==> config.mk <==
export PLATFORM = sky130hd
export DESIGN_NAME = synctimer_master
export DESIGN_NICKNAME = d
export VERILOG_FILES = /design/src/synctimer_pkg.sv /design/src/frame_pkg.sv /design/src/synctimer_timer.sv /design/src/cmd_frame_tx.sv /design/src/res_frame_rx.sv /design/src/offset_estimator.sv /design/src/synctimer_master.sv
export SDC_FILE = /design/constraint.sdc
export NUM_CORES = 1
export LEC_CHECK = 0
export BUFFER_PORTS_ARGS = -buffer_cell sky130_fd_sc_hd__buf_4
export CORE_UTILIZATION = 50
export DETAILED_ROUTE_END_ITERATION = 8
export HOLD_SLACK_MARGIN = 0.12
export MAX_ROUTING_LAYER = met4
export PLACE_DENSITY = 0.74
export RECOVER_POWER = 25
export SYNTH_ARGS = -nofsm -noshare
export SYNTH_HDL_FRONTEND = slang
export SYNTH_SLANG_ARGS = --single-unit
==> constraint.sdc <==
create_clock -name clk -period 22.4 [get_ports clk]
set_input_delay 2.24 -clock clk [delete_from_list [all_inputs] [get_ports clk]]
set_output_delay 2.24 -clock clk [all_outputs]
set_load 0.05 [all_outputs]
==> src/synctimer_pkg.sv <==
package synctimer_pkg;

    localparam int TIMER_WIDTH = 64;

    // clock period is NUMERATOR/DENOMINATOR ns
    localparam int NUMERATOR   = 10;
    localparam int DENOMINATOR = 3;

    localparam int OFFSET_WIDTH    = 24;
    localparam int OFFSET_LPF_GAIN = 4;   // filter weight 1/2^(G+1) on new samples

    // two clock cycles of time, rounded down
    localparam int TX_START_CORR = (2 * NUMERATOR) / DENOMINATOR;

    // holds remainder plus numerator before the divide
    localparam int ACC_WIDTH = $clog2(NUMERATOR + DENOMINATOR);

    typedef logic [TIMER_WIDTH-1:0]  t_time;
    typedef logic [OFFSET_WIDTH-1:0] t_offset;
    typedef logic [ACC_WIDTH-1:0]    t_acc;

endpackage

==> src/frame_pkg.sv <==
package frame_pkg;

    localparam int MAX_NODES = 2;

    // command byte, 8 time bytes, then 4 bytes per node
    localparam int TIME_POS   = 1;
    localparam int TIME_BYTES = 8;
    localparam int NODE_BYTES = 4;
    localparam int OFFSET_POS = TIME_POS + TIME_BYTES;
    localparam int CMD_LEN    = OFFSET_POS + NODE_BYTES * MAX_NODES;

    // must also count one past the last byte
    localparam int CMD_CNT_WIDTH = $clog2(CMD_LEN + 1);

    typedef logic [CMD_CNT_WIDTH-1:0] t_cmd_count;

    typedef synctimer_pkg::t_offset [MAX_NODES-1:0] t_node_offsets;

    typedef struct packed {
        logic       last;
        logic [7:0] data;
    } t_cmd_beat;

    typedef struct packed {
        logic [15:0] pos;   // byte position within the frame
        logic [7:0]  data;
    } t_res_beat;

endpackage

==> src/synctimer_timer.sv <==
module synctimer_timer (
    input  logic                 clk,
    input  logic                 reset,
    input  synctimer_pkg::t_time set_time,
    input  logic                 set_valid,
    output synctimer_pkg::t_time current_time
);

    synctimer_pkg::t_acc rem;
    synctimer_pkg::t_acc acc;
    synctimer_pkg::t_acc step;
    synctimer_pkg::t_acc rem_next;

    // integer part of the period goes to the time, the rest carries over
    assign acc      = rem + synctimer_pkg::t_acc'(synctimer_pkg::NUMERATOR);
    assign step     = synctimer_pkg::t_acc'(acc / synctimer_pkg::DENOMINATOR);
    assign rem_next = synctimer_pkg::t_acc'(acc % synctimer_pkg::DENOMINATOR);

    always_ff @(posedge clk) begin
        if (reset) begin
            current_time <= '0;
            rem          <= '0;
        end else if (set_valid) begin
            current_time <= set_time;
            rem          <= '0;
        end else begin
            current_time <= current_time + synctimer_pkg::t_time'(step);
            rem          <= rem_next;
        end
    end

endmodule

==> src/cmd_frame_tx.sv <==
module cmd_frame_tx (
    input  logic                     clk,
    input  logic                     reset,
    input  logic                     cmd_start,
    input  logic                     cmd_renew,
    input  logic                     cmd_correct,
    input  synctimer_pkg::t_time     current_time,
    input  frame_pkg::t_node_offsets node_offsets,
    output logic                     cmd_valid,
    output frame_pkg::t_cmd_beat     cmd_beat,
    input  logic                     cmd_ready
);

    logic                  busy;
    frame_pkg::t_cmd_count count;
    logic [7:0]            cmd_byte;
    logic [frame_pkg::TIME_BYTES-1:0][7:0] time_bytes;
    logic [frame_pkg::MAX_NODES-1:0][frame_pkg::NODE_BYTES-1:0][7:0] offset_bytes;
    logic                  cke;
    logic                  accept;
    logic                  at_last;
    logic [7:0]            next_data;

    assign cke     = !cmd_valid || cmd_ready;
    assign accept  = cmd_start && !busy && !cmd_valid;   // nothing in flight
    assign at_last = (count == frame_pkg::t_cmd_count'(frame_pkg::CMD_LEN - 1));

    always_comb begin
        next_data = cmd_byte;
        for (int i = 0; i < frame_pkg::TIME_BYTES; i++) begin
            if (count == frame_pkg::TIME_POS + i) begin
                next_data = time_bytes[i];
            end
        end
        for (int i = 0; i < frame_pkg::MAX_NODES; i++) begin
            for (int j = 0; j < frame_pkg::NODE_BYTES; j++) begin
                if (count == frame_pkg::OFFSET_POS + frame_pkg::NODE_BYTES * i + j) begin
                    next_data = offset_bytes[i][j];
                end
            end
        end
    end

    always_ff @(posedge clk) begin
        if (reset) begin
            busy      <= 1'b0;
            count     <= '0;
            cmd_valid <= 1'b0;
        end else begin
            if (accept) begin
                busy  <= 1'b1;
                count <= '0;
            end else if (cke && busy) begin
                count <= count + 1'b1;
                if (at_last) busy <= 1'b0;
            end
            if (cke) cmd_valid <= busy;
        end
    end

    // frame snapshot
    always_ff @(posedge clk) begin
        if (accept) begin
            cmd_byte   <= {6'd0, cmd_renew, cmd_correct};
            time_bytes <= current_time;
            for (int i = 0; i < frame_pkg::MAX_NODES; i++) begin
                offset_bytes[i] <= 32'(node_offsets[i]);   // zero-extended field
            end
        end
    end

    always_ff @(posedge clk) begin
        if (cke) begin
            cmd_beat.data <= next_data;
            cmd_beat.last <= at_last;
        end
    end

endmodule

==> src/res_frame_rx.sv <==
module res_frame_rx (
    input  logic                     clk,
    input  logic                     reset,
    input  logic                     res_start,
    input  logic                     res_end,
    input  logic                     res_error,
    input  logic                     res_valid,
    input  frame_pkg::t_res_beat     res_beat,
    output frame_pkg::t_node_offsets rx_offsets,
    output logic                     res_done
);

    logic in_frame;

    always_ff @(posedge clk) begin
        if (reset) begin
            in_frame <= 1'b0;
            res_done <= 1'b0;
        end else begin
            if (res_start) in_frame <= 1'b1;
            else if (res_end) in_frame <= 1'b0;
            res_done <= res_end && !res_error;   // error frames are dropped
        end
    end

    // upper bytes of the 32-bit field do not fit and are skipped
    always_ff @(posedge clk) begin
        if (res_valid && (in_frame || res_start)) begin
            for (int i = 0; i < frame_pkg::MAX_NODES; i++) begin
                for (int j = 0; j < synctimer_pkg::OFFSET_WIDTH / 8; j++) begin
                    if (res_beat.pos ==
                        frame_pkg::OFFSET_POS + frame_pkg::NODE_BYTES * i + j) begin
                        rx_offsets[i][8*j +: 8] <= res_beat.data;
                    end
                end
            end
        end
    end

endmodule

==> src/offset_estimator.sv <==
module offset_estimator (
    input  logic                     clk,
    input  logic                     reset,
    input  logic                     cmd_start,
    input  logic                     res_start,
    input  logic                     res_end,
    input  logic                     res_done,
    input  synctimer_pkg::t_time     current_time,
    input  frame_pkg::t_node_offsets rx_offsets,
    output frame_pkg::t_node_offsets node_offsets,
    output logic                     offset_update
);

    localparam int SHIFT = synctimer_pkg::OFFSET_LPF_GAIN + 1;

    synctimer_pkg::t_offset   now;
    synctimer_pkg::t_offset   tx_start;
    synctimer_pkg::t_offset   rx_start;
    synctimer_pkg::t_offset   response;
    synctimer_pkg::t_offset   packet;
    frame_pkg::t_node_offsets delay;
    frame_pkg::t_node_offsets measured;
    frame_pkg::t_node_offsets filtered;
    logic                     first;
    logic                     stage1;
    logic                     stage2;

    assign now = synctimer_pkg::t_offset'(current_time);

    always_ff @(posedge clk) begin
        if (cmd_start) tx_start <= now - synctimer_pkg::t_offset'(synctimer_pkg::TX_START_CORR);
        if (res_start) begin
            rx_start <= now;
            response <= now - tx_start;
        end
        if (res_end) packet <= now - rx_start;
    end

    // offset*(2^(G+1)-2) + measured, wrapped before the shift
    always_comb begin
        for (int i = 0; i < frame_pkg::MAX_NODES; i++) begin
            filtered[i] = synctimer_pkg::t_offset'((node_offsets[i] << SHIFT)
                        - (node_offsets[i] << 1) + measured[i]) >> SHIFT;
        end
    end

    always_ff @(posedge clk) begin
        if (res_done) begin
            for (int i = 0; i < frame_pkg::MAX_NODES; i++) begin
                delay[i] <= response - rx_offsets[i];
            end
        end
        if (stage1) begin
            for (int i = 0; i < frame_pkg::MAX_NODES; i++) begin
                measured[i] <= delay[i] + (packet << 1);   // packet time counts twice
            end
        end
    end

    always_ff @(posedge clk) begin
        if (reset) begin
            stage1        <= 1'b0;
            stage2        <= 1'b0;
            offset_update <= 1'b0;
            first         <= 1'b1;
            node_offsets  <= '0;
        end else begin
            stage1        <= res_done;
            stage2        <= stage1;
            offset_update <= stage2;
            if (stage2) begin
                first <= 1'b0;
                for (int i = 0; i < frame_pkg::MAX_NODES; i++) begin
                    node_offsets[i] <= first ? (measured[i] >> 1) : filtered[i];
                end
            end
        end
    end

endmodule

==> src/synctimer_master.sv <==
module synctimer_master (
    input  logic                     clk,
    input  logic                     reset,
    input  logic                     set_valid,
    input  synctimer_pkg::t_time     set_time,
    input  logic                     cmd_start,
    input  logic                     cmd_renew,
    input  logic                     cmd_correct,
    input  logic                     res_start,
    input  logic                     res_end,
    input  logic                     res_error,
    input  logic                     res_valid,
    input  frame_pkg::t_res_beat     res_beat,
    output synctimer_pkg::t_time     current_time,
    output logic                     cmd_valid,
    output frame_pkg::t_cmd_beat     cmd_beat,
    input  logic                     cmd_ready,
    output frame_pkg::t_node_offsets node_offsets,
    output logic                     offset_update
);

    frame_pkg::t_node_offsets rx_offsets;
    logic                     res_done;

    synctimer_timer u_timer (
        .clk          (clk),
        .reset        (reset),
        .set_time     (set_time),
        .set_valid    (set_valid),
        .current_time (current_time)
    );

    cmd_frame_tx u_tx (
        .clk          (clk),
        .reset        (reset),
        .cmd_start    (cmd_start),
        .cmd_renew    (cmd_renew),
        .cmd_correct  (cmd_correct),
        .current_time (current_time),
        .node_offsets (node_offsets),
        .cmd_valid    (cmd_valid),
        .cmd_beat     (cmd_beat),
        .cmd_ready    (cmd_ready)
    );

    res_frame_rx u_rx (
        .clk        (clk),
        .reset      (reset),
        .res_start  (res_start),
        .res_end    (res_end),
        .res_error  (res_error),
        .res_valid  (res_valid),
        .res_beat   (res_beat),
        .rx_offsets (rx_offsets),
        .res_done   (res_done)
    );

    offset_estimator u_est (
        .clk           (clk),
        .reset         (reset),
        .cmd_start     (cmd_start),
        .res_start     (res_start),
        .res_end       (res_end),
        .res_done      (res_done),
        .current_time  (current_time),
        .rx_offsets    (rx_offsets),
        .node_offsets  (node_offsets),
        .offset_update (offset_update)
    );

endmodule

==> results of run 1 <==
==> per-layer routing <==
metal / GRT usage / up-vias / wire [µm] / share of wire
li1: - / 10170 / - / -
met4: 0.08469 / 0 / 2144 / 0.030
met5: - / - / 0 / 0
met2: 0.4241 / 711 / 34940 / 0.48
met1: 0.3377 / 10220 / 31060 / 0.43
met3: 0.02875 / 130 / 4018 / 0.056
==> final cells by class <==
class	instances	area [µm²]	area share
Inverter	306	1149	0.03570
Clock buffer	66	1435	0.04461
Clock inverter	28	390.4	0.01213
Sequential cell	482	13210	0.4105
Multi-Input combinational cell	1869	13300	0.4133
Timing Repair Buffer	241	1760	0.05472
Tap cell	748	935.9	0.02909
==> metrics by stage <==
step                cells  hold WS, ns    util  cell area, µm²
floorplan            2737       0.4481       -           27990
global placement     3646       0.4933  0.5507           30400
detailed placement   3646       0.5078  0.5507           30400
CTS                  3740       0.5216  0.5838           32220
global route         3740       0.5364  0.5828           32170
finish               3740       0.5246  0.5828           32170
==> cells in the mapped netlist (15+ instances only) <==
library cell  instances
and3_1               34
inv_1               305
fa_1                 43
a22oi_1              15
dfxtp_1             127
xor2_1               81
nor3_1               50
or3_1                17
a211oi_1             58
a31oi_1              22
o211ai_1             16
nor2_1              249
mux2i_1              26
nand2b_1             19
xnor2_1             151
nand2_1             170
nand3_1              55
and2_1               16
a21oi_1             190
nor2b_1              32
ha_1                199
o31ai_1              15
nand4_1              17
clkbuf_1             57
o21ai_0             131
a21o_1               45
o21a_1               42
edfxtp_1            355
==> critical path: cells and delay by family (launching register included) <==
family	cells	cell delay, ns
AND/OR/NAND/NOR	8	1.77
adder cells (fa/ha/maj)	5	1.25
AO/OA/AOI/OAI	6	1.13
XOR/XNOR	2	0.69
flip-flops	1	0.38
buffers and inverters	1	0.08
==> cells by family after synthesis <==
group	Yosys count	share of synthesized area
and+or+nand+nor	729	0.1262
AOI/OAI and AO/OA	637	0.1464
DFF	482	0.4717
buffers and inverters	386	0.05355
adders and majority gates	242	0.1197
xor gates and xnor gates	232	0.07260
muxes	27	0.009700
other	1	0.0001340
==> state kept, by name, indices dropped and copies added (netlist names), 4 cells and up <==
signal,count
u_tx.count,5
u_rx.rx_offsets,48
u_est.measured,46
u_est.delay,46
u_tx.cmd_beat,9
u_est.response,24
u_tx.time_bytes,64
u_est.rx_start,23
u_timer.current_time,64
u_est.tx_start,24
u_est.packet,23
u_est.node_offsets,46
u_timer.rem,4
u_tx.offset_bytes,46
==> worst max path at each step <==
stage                                           to            from  slack [ns]
after floorplan                      u_tx.count[0]       cmd_start       11.22
after global placement    u_timer.current_time[62]  u_timer.rem[1]       17.26
after detailed placement  u_timer.current_time[60]  u_timer.rem[1]       17.19
after CTS                 u_timer.current_time[62]  u_timer.rem[1]       17.13
after global routing      u_timer.current_time[62]  u_timer.rem[1]       16.53
final                     u_timer.current_time[62]  u_timer.rem[1]       17.03
==> power by group through the flow <==
stage	sequential, mW	combinational (mW)	clock (mW)
detailed placement	1.13	0.590	0
global route	1.11	0.657	0.963
CTS	1.11	0.594	0.928
global placement	1.13	0.569	0
floorplan	1.15	0.403	0
finish	1.11	0.595	0.915
==> run summary, run 1 <==
RSZ-0062 raised after global routing = no
Cells along the critical path = ha_1, xnor2_1, nor2_1, ha_1, inv_1, a21oi_1, nand2b_1, a21o_1, o21ai_0, ha_1, a221oi_1, nand2_1, ha_1, fa_1, a21o_1, nand3_1, or4_4, nor4_4, nand3_1, xnor2_1, nand2_1, a21oi_1
Share of cells above drive strength 1 = 0.1173
Final HPWL DP = 53700 µm
First-pass GRT wire length = 111400 µm
Pins Over Slew Limit = 96
Hold WC Path Type = reg -> reg
Sw power = 0.7634 mW
R2R Setup Slk = 17.03 ns
Drt drc = 0
Most used cell, CP = ha_1
Largest net degree at the start of global routing = 82
Setup TNS = 0 ns
Synth top area cells = edfxtp_1, dfxtp_1, ha_1, xnor2_1, inv_1
TritonCTS Buffers = 50
Maximum vdd ir drop = 55.77 µV
Final period util = 0.2398
Setup bufs post-CTS = 0
Min-Delay Startpoint = u_timer.current_time[55]
# port buffers = 219
DRT iter0 DRCs = 1539
Area leader, netlist = edfxtp_1
Finish-stage setup viols = 0
Clock group share of total power = 0.349
Synth async-reset ratio = 0
Initial antenna violation count = 0
Setup Slack @ Placement = 17.19 ns
Reg2reg end = u_timer.current_time[62]
Seq/Total Area, Yosys = 0.4717
Syn Inst Count = 2736
Combinational share of power = 0.227
Post-route setup slack = 17.03 ns
Post-CTS resize count = 0
Number of synthesized flops with an enable pin = 355
Slowest CP cell = or4_4
Hold Crit Endpoint = u_tx.time_bytes[55]
Layout area overhead = 14.94%
WP data required = 22.93 ns
Cell Int Power = 1.857 mW
Rel. slew slack = -0.8701
Mean Syn Cell Area = 10.23 µm²
Commonest non-fill, non-tap cells in the layout = edfxtp_1, inv_1, nor2_1
Fmax = 186.2 MHz
I/O pin total = 222
Final hold vios = 0
Die height = 238.6 µm
Failing checks = max-capacitance violations, max-slew violations
CTS H-tree lvls = 2
Die area = 56930 µm²
CP Capture Type = flip-flop
Most common cell after layout, fill and taps aside = edfxtp_1
Vias in the first global route = 20420
Crit Path Category = reg -> reg
Critical path's largest stage delay = 0.55 ns
Synth cell types = 91
CP Max Fanout = 11
Detail Route Antenna Nets = 0
Synth Cell Area = 27990 µm²
Post-synth top area share = 0.3809
Starting Density = 0.5070
Worst hold stages = 0
Switching Share = 0.2914
Critical path launch point type = flip-flop
FF+latch count, synth = 482
Max Cap Violations = 2
Routability cong. = 0.9498
Routed WL = 72160 µm
Tot Pwr = 2.620 mW
Bufs on Longest Clock Path = 3
Root Driver = clkbuf_16
Flop pwr share = 0.424
Pwr/cell area = 81.44 nW/µm²
DR vias = 21220
GRT overflow = 0
Clock Sink Count = 482
Nets = 3291
Antenna cells = 0
Slew @ Worst Pin = 2.805 ns
DIE WIDTH = 238.6 µm
Initial DRT Pass Iterations = 7
CTS tree = done
# hold bufs at CTS = 0
Worst skew pair latency = 0.62 ns
Arrival time at the worst endpoint = 5.90 ns
Post-layout min period = 5.371 ns
Vias per cell = 5.675
Routed length per instance = 19.29 µm
Rows = 86
Worst r2r src = u_timer.rem[1]
GR Util All Layers = 0.2595
Clock Skew = 0.02912 ns
Yosys warns = 0
Worst R2R Path Depth = 22
Cell leakage power = 13.39 nW
Main synth FF type = edfxtp_1
Status = finished, violations left
CORE AREA = 55200 µm²
Clock-pin slew on the worst setup and hold paths = 0.06 ns
Fillers = 4553
Power figures use the tool's default switching activity.
==> run 2, diff against run 1 <==
clock period = 5.6 ns   (was 22.4 ns; I/O delays follow)
==> run 2 against run 1 <==
Compared with the run above:
- the flow still finishes with violations (max-capacitance violations, max-slew violations)
- via count up 0.19%
- worst hold slack worse by 0.34 ns
- total power rose to 4.0 times the previous value
- core utilization about the same
- count of clock-buffer cells in the layout down 1
- clock skew up 0.0029 ns
- setup slack worse by 16 ns
- first-iteration DRC count up 10%
- global-route usage up 0.28 points
==> run summary, run 2 (synthesized netlist as in run 1, its figures left out) <==
Clock-pin slew on the worst setup and hold paths = 0.06 ns (about the same)
DIE WIDTH = 238.6 µm (unchanged)
Largest regs = u_timer.current_time x64, u_tx.time_bytes x64, u_rx.rx_offsets x48
Die height = 238.6 µm (unchanged)
Vias in the first global route = 20460 (+0.21%)
Finish-stage setup viols = 0 (unchanged)
Combinational share of power = 0.231 (+0.004)
CTS H-tree lvls = 2 (unchanged)
Antenna cells = 0 (unchanged)
Arrival time at the worst endpoint = 5.55 ns (-0.35 ns)
Cell Area, Placed = 30480 µm² (+0.27%)
Setup Slack @ Placement = 0.6775 ns (-16.51 ns)
DRT iter0 DRCs = 1696 (+10%)
# port buffers = 219 (unchanged)
DR vias = 21270 (+0.19%)
Routed WL = 73360 µm (+1.7%)
RSZ-0062 raised after global routing = no
Setup bufs post-CTS = 0 (unchanged)
Rel. slew slack = -0.9064 (-0.03631)
Starting Density = 0.5070 (unchanged)
TritonCTS Buffers = 52 (+4.0%)
R2R Setup Slk = 0.57 ns (-16.46 ns)
Slew @ Worst Pin = 2.860 ns (+0.05447 ns)
Routed length per instance = 19.53 µm (+1.2%)
Worst skew pair latency = 0.61 ns (about the same)
CTS tree = done
Final HPWL DP = 54560 µm (+1.6%)
Flop pwr share = 0.429 (+0.005)
Initial DRT Pass Iterations = 7 (unchanged)
Final hold vios = 0 (unchanged)
Pins Over Slew Limit = 76 (-21%)
Final period util = 0.8991 (+0.6593)
Fin area = 32180 µm² (about the same)
Post-CTS resize count = 0 (unchanged)
Clock group share of total power = 0.340 (-0.009)
Sw power = 3.078 mW (+300%)
Maximum vdd ir drop = 260.5 µV (+370%)
Most common cell after layout, fill and taps aside = edfxtp_1
Initial antenna violation count = 0 (unchanged)
Root Driver = clkbuf_16
First-pass GRT wire length = 111900 µm (+0.42%)
Nets = 3305 (+0.43%)
Worst hold stages = 3 (+3)
Hold WC Path Type = in -> reg
Critical path launch point type = flip-flop
Pwr/cell area = 321.8 nW/µm² (+300%)
Clock Sink Count = 482 (unchanged)
CP Capture Type = flip-flop
Largest net degree at the start of global routing = 81 (-1.2%)
Clock Skew = 0.03199 ns (+0.002878 ns)
CORE AREA = 55200 µm² (unchanged)
Setup TNS = 0 ns (unchanged)
Switching Share = 0.2972 (+0.005833)
Fmax = 198.6 MHz (+6.7%)
Status = finished, violations left
Cell leakage power = 13.39 nW (about the same)
CP Max Fanout = 11 (unchanged)
WP data required = 6.11 ns (-16.82 ns)
Failing checks = max-capacitance violations, max-slew violations
Post-layout min period = 5.035 ns (-0.3362 ns)
I/O pin total = 222 (unchanged)
Cell Int Power = 7.278 mW (+290%)
Rows = 86 (unchanged)
Commonest non-fill, non-tap cells in the layout = edfxtp_1, inv_1, nor2_1
Post-route setup slack = 0.5653 ns (-16.46 ns)
Area of the multi-input gates = 13300 µm² (about the same)
Max Cap Violations = 2 (unchanged)
Drt drc = 0 (unchanged)
Routability cong. = 0.9655 (+1.7%)
Layout area overhead = 14.98% (about the same)
Worst R2R Path Depth = 22 (unchanged)
Fillers = 4607 (+1.2%)
GR Util All Layers = 0.2623 (+0.002794)
Die area = 56930 µm² (unchanged)
Share of cells above drive strength 1 = 0.1190 (+0.001703)
Vias per cell = 5.662 (-0.23%)
Detail Route Antenna Nets = 0 (unchanged)
# hold bufs at CTS = 2 (+2)
Register area = 13210 µm² (about the same)
Crit Path Category = reg -> reg
GRT overflow = 0 (unchanged)
Bufs on Longest Clock Path = 3 (unchanged)
-- run 2: changes by cell type in the layout (fill, tap and decap cells not counted), sizes merged, moves of 3 or more --
cell	delta
bufinv	-3
clkbuf	+7
clkinv	+7
clkinvlp	+3
-- run 2: metal layers --
| metal | share of wire | wire length (µm) | global-route usage |
|---|---|---|---|
| met1 | 0.44 | 31990 | 0.3368 |
| met2 | 0.46 | 34070 | 0.4167 |
| met3 | 0.054 | 3936 | 0.03176 |
| met4 | 0.046 | 3361 | 0.1189 |
| met5 | 0 | 0 | - |
-- run 2: final timing paths --
| path | start | to |
|---|---|---|
| hold / removal | set_time[27] | u_timer.current_time[27] |
| setup / recovery | u_timer.rem[1] | u_timer.current_time[58] |
| hold reg to reg | u_rx.in_frame | u_rx.in_frame |
| setup reg to reg | u_timer.rem[1] | u_timer.current_time[58] |
-- run 2: power by group through the flow --
stage	Sequential, mW	Combinational [mW]	Clock, mW
final	4.44	2.39	3.52
after global routing	4.46	2.64	3.70
after CTS	4.44	2.38	3.57
after detailed placement	4.51	2.36	0
after global placement	4.51	2.30	0
after floorplan	4.59	1.61	0
-- run 2: cell type report --
cell class                 instances  area share
timing repair buffer             253     0.05672
sequential                       482      0.4104
tap                              748     0.02908
multi-input combinational       1869      0.4134
inverter                         306     0.03569
clock inverter                    33     0.01085
clock buffer                      65     0.04389
-- run 2: worst max-delay path, cell delays in order, from the launching register on --
cell and delay, ns:
dfxtp_1 0.44, inv_1 0.07, ha_1 0.35, inv_1 0.10, ha_1 0.16, o21ai_0 0.13
o21ai_0 0.17, nand2b_1 0.10, a21o_1 0.25, o21ai_0 0.32, ha_1 0.27, a221oi_1 0.08
nand2_1 0.20, ha_1 0.23, fa_1 0.22, a21o_1 0.27, nand3_1 0.10, or4_4 0.55
nor4_4 0.36, nand3_1 0.15, xnor2_1 0.15, nand2_1 0.06, a21oi_1 0.18
-- run 2: metrics by stage --
step | hold WS [ns] | cells | util | power (mW)
global route | 0.1775 | 3756 | 0.5830 | 10.80
detailed placement | 0.4811 | 3656 | 0.5522 | 6.878
finish | 0.1858 | 3756 | 0.5830 | 10.36
global placement | 0.4818 | 3656 | 0.5522 | 6.805
CTS | 0.1346 | 3756 | 0.5844 | 10.39
floorplan | 0.4518 | 2737 | - | 6.200
==> run 3, diff against run 2 <==
CTS_BUF_LIST = sky130_fd_sc_hd__clkbuf_4 sky130_fd_sc_hd__clkbuf_8   (was not set)
==> run 3 against run 2 <==
Compared with the run above:
- the run still ends with max-capacitance violations, max-slew violations left
- final cell count increased by 2.3%
- global-route usage grew 0.47 points
- setup slack gained 0.059 ns
- sequential power is essentially flat
- critical path depth is 1 higher
- count of clock-buffer cells in the layout grew 50
- highest routed layer unchanged
- fmax up 1.2%
- final area up 1.1%
==> run summary, run 3 (synthesized netlist as in run 1, its figures left out) <==
Worst skew pair latency = 0.68 ns (+0.07 ns)
Cell Area, Placed = 30480 µm² (unchanged)
Flop pwr share = 0.434 (+0.005)
WP data required = 6.19 ns (+0.08 ns)
Rows = 86 (unchanged)
RSZ-0062 raised after global routing = no
Worst r2r src = u_timer.rem[1]
DRT iter0 DRCs = 1746 (+2.9%)
Clock Sink Count = 482 (unchanged)
Combinational share of power = 0.235 (+0.004)
Bufs on Longest Clock Path = 3 (unchanged)
CP Capture Type = flip-flop
CORE AREA = 55200 µm² (unchanged)
Maximum vdd ir drop = 178.4 µV (-32%)
Starting Density = 0.5070 (unchanged)
Max Cap Violations = 2 (unchanged)
Clock Skew = 0.03663 ns (+0.004639 ns)
Slew @ Worst Pin = 2.867 ns (+0.006983 ns)
Post-route setup slack = 0.6248 ns (+0.05948 ns)
Crit path to = u_timer.current_time[58]
Die height = 238.6 µm (unchanged)
Critical Path Start = u_timer.rem[1]
Vias in the first global route = 20890 (+2.1%)
R2R Setup Slk = 0.62 ns (+0.06 ns)
Most common cell after layout, fill and taps aside = edfxtp_1
GR Util All Layers = 0.2670 (+0.004686)
Arrival time at the worst endpoint = 5.56 ns (about the same)
Fmax = 201.0 MHz (+1.2%)
CTS H-tree lvls = 3 (+1)
Setup TNS = 0 ns (unchanged)
Drt drc = 0 (unchanged)
Detail Route Antenna Nets = 0 (unchanged)
Initial antenna violation count = 1 (+1)
Fin area = 32550 µm² (+1.1%)
Layout area overhead = 16.29%
Vias per cell = 5.619 (-0.75%)
TritonCTS Buffers = 81 (+56%)
Final HPWL DP = 54560 µm (unchanged)
Initial DRT Pass Iterations = 6 (-1)
DIE WIDTH = 238.6 µm (unchanged)
Cell Int Power = 7.159 mW (-1.6%)
Status = finished, violations left
Failing checks = max-capacitance violations, max-slew violations
CTS tree = done
Pins Over Slew Limit = 76 (unchanged)
CP Max Fanout = 11 (unchanged)
Largest net degree at the start of global routing = 81 (unchanged)
First-pass GRT wire length = 113500 µm (+1.4%)
Pwr/cell area = 314.7 nW/µm² (-2.2%)
# hold bufs at CTS = 40 (+38)
Final hold vios = 0 (unchanged)
Setup bufs post-CTS = 0 (unchanged)
Largest regs = u_timer.current_time x64, u_tx.time_bytes x64, u_rx.rx_offsets x48
Root Driver = clkbuf_8
Cell leakage power = 13.61 nW (+1.7%)
DR vias = 21600 (+1.6%)
Non-filler cells, final = 3844 (+2.3%)
I/O pin total = 222 (unchanged)
Routability cong. = 0.9655 (unchanged)
# port buffers = 219 (unchanged)
GRT overflow = 0 (unchanged)
Clock-pin slew on the worst setup and hold paths = 0.06 ns (about the same)
Crit Path Category = reg -> reg
Reg2reg end = u_timer.current_time[58]
Hold WC Path Type = in -> reg
Final period util = 0.8884 (-0.01062)
Switching Share = 0.3011 (+0.003926)
Dpl cells = 3656 (unchanged)
Nets = 3372 (+2.0%)
Worst R2R Path Depth = 23 (+4.5%)
Sw power = 3.085 mW (+0.22%)
Routed WL = 74140 µm (+1.1%)
Post-layout min period = 4.975 ns (-0.05948 ns)
Setup Slack @ Placement = 0.6775 ns (unchanged)
Rel. slew slack = -0.9111 (-0.004656)
Critical path launch point type = flip-flop
Routed length per instance = 19.29 µm (-1.2%)
Finish-stage setup viols = 0 (unchanged)
Commonest non-fill, non-tap cells in the layout = edfxtp_1, inv_1, nor2_1
Clock group share of total power = 0.331 (-0.009)
Post-CTS resize count = 0 (unchanged)
Die area = 56930 µm² (unchanged)
Share of cells above drive strength 1 = 0.1321 (+0.01313)
[run 3: power by group through the flow]
stage          clock [mW]  sequential [mW]  combinational (mW)
3_5_place_dp            0             4.51                2.36
3_3_place_gp            0             4.51                2.30
5_1_grt              3.58             4.46                2.66
2_1_floorplan           0             4.59                1.61
6_report             3.39             4.44                2.41
4_1_cts              3.43             4.44                2.40
[run 3: critical path: stages (launching register included)]
cell	delay (ns)
dfxtp_1	0.45
ha_1	0.20
xnor2_1	0.11
buf_4	0.17
nor2_1	0.07
ha_1	0.24
inv_1	0.09
a21oi_1	0.04
nand2b_1	0.16
a21o_1	0.25
o21ai_0	0.32
ha_1	0.27
a221oi_1	0.08
nand2_1	0.20
ha_1	0.23
fa_1	0.22
a21o_1	0.26
nand3_1	0.10
or4_4	0.56
nor4_4	0.35
nand3_1	0.14
xnor2_1	0.14
nand2_1	0.06
a21oi_1	0.18
[run 3: per-layer routing]
layer  global-route usage  vias up  wire (µm)  share of wire
met5                    -        -          0              0
li1                     -    10320          -              -
met1               0.3393    10360      31990           0.43
met4               0.1162        0       3349          0.045
met2               0.4234      729      34590           0.47
met3              0.04145      183       4209          0.057
[run 3: metrics by stage]
stage | total power [mW] | utilization | hold slack, ns
finish | 10.24 | 0.5896 | 0.1717
CTS | 10.27 | 0.5910 | 0.1202
floorplan | 6.200 | - | 0.4518
detailed placement | 6.878 | 0.5522 | 0.4811
global placement | 6.805 | 0.5522 | 0.4818
global route | 10.70 | 0.5896 | 0.1311
[run 3: cell type report]
cell class                 count  area [µm²]
antenna                        1       2.502
multi-input combinational   1869       13300
clock buffer                 115        1439
sequential                   482       13210
inverter                     306        1149
tap                          748       935.9
clock inverter                32       306.5
timing repair buffer         291        2206
fill                        4531       22650
[run 3: worst min path at each step]
| stage | from | endpoint | slack (ns) | cells after the start |
|---|---|---|---|---|
| 5_1_grt | set_time[41] | u_timer.current_time[41] | 0.13 | 3 |
| 4_1_cts | set_time[8] | u_timer.current_time[8] | 0.12 | 3 |
| 6_report | set_time[8] | u_timer.current_time[8] | 0.17 | 3 |
| 3_3_place_gp | u_rx.in_frame | u_rx.in_frame | 0.48 | 2 |
| 2_1_floorplan | u_rx.in_frame | u_rx.in_frame | 0.45 | 2 |
| 3_5_place_dp | u_rx.in_frame | u_rx.in_frame | 0.48 | 2 |
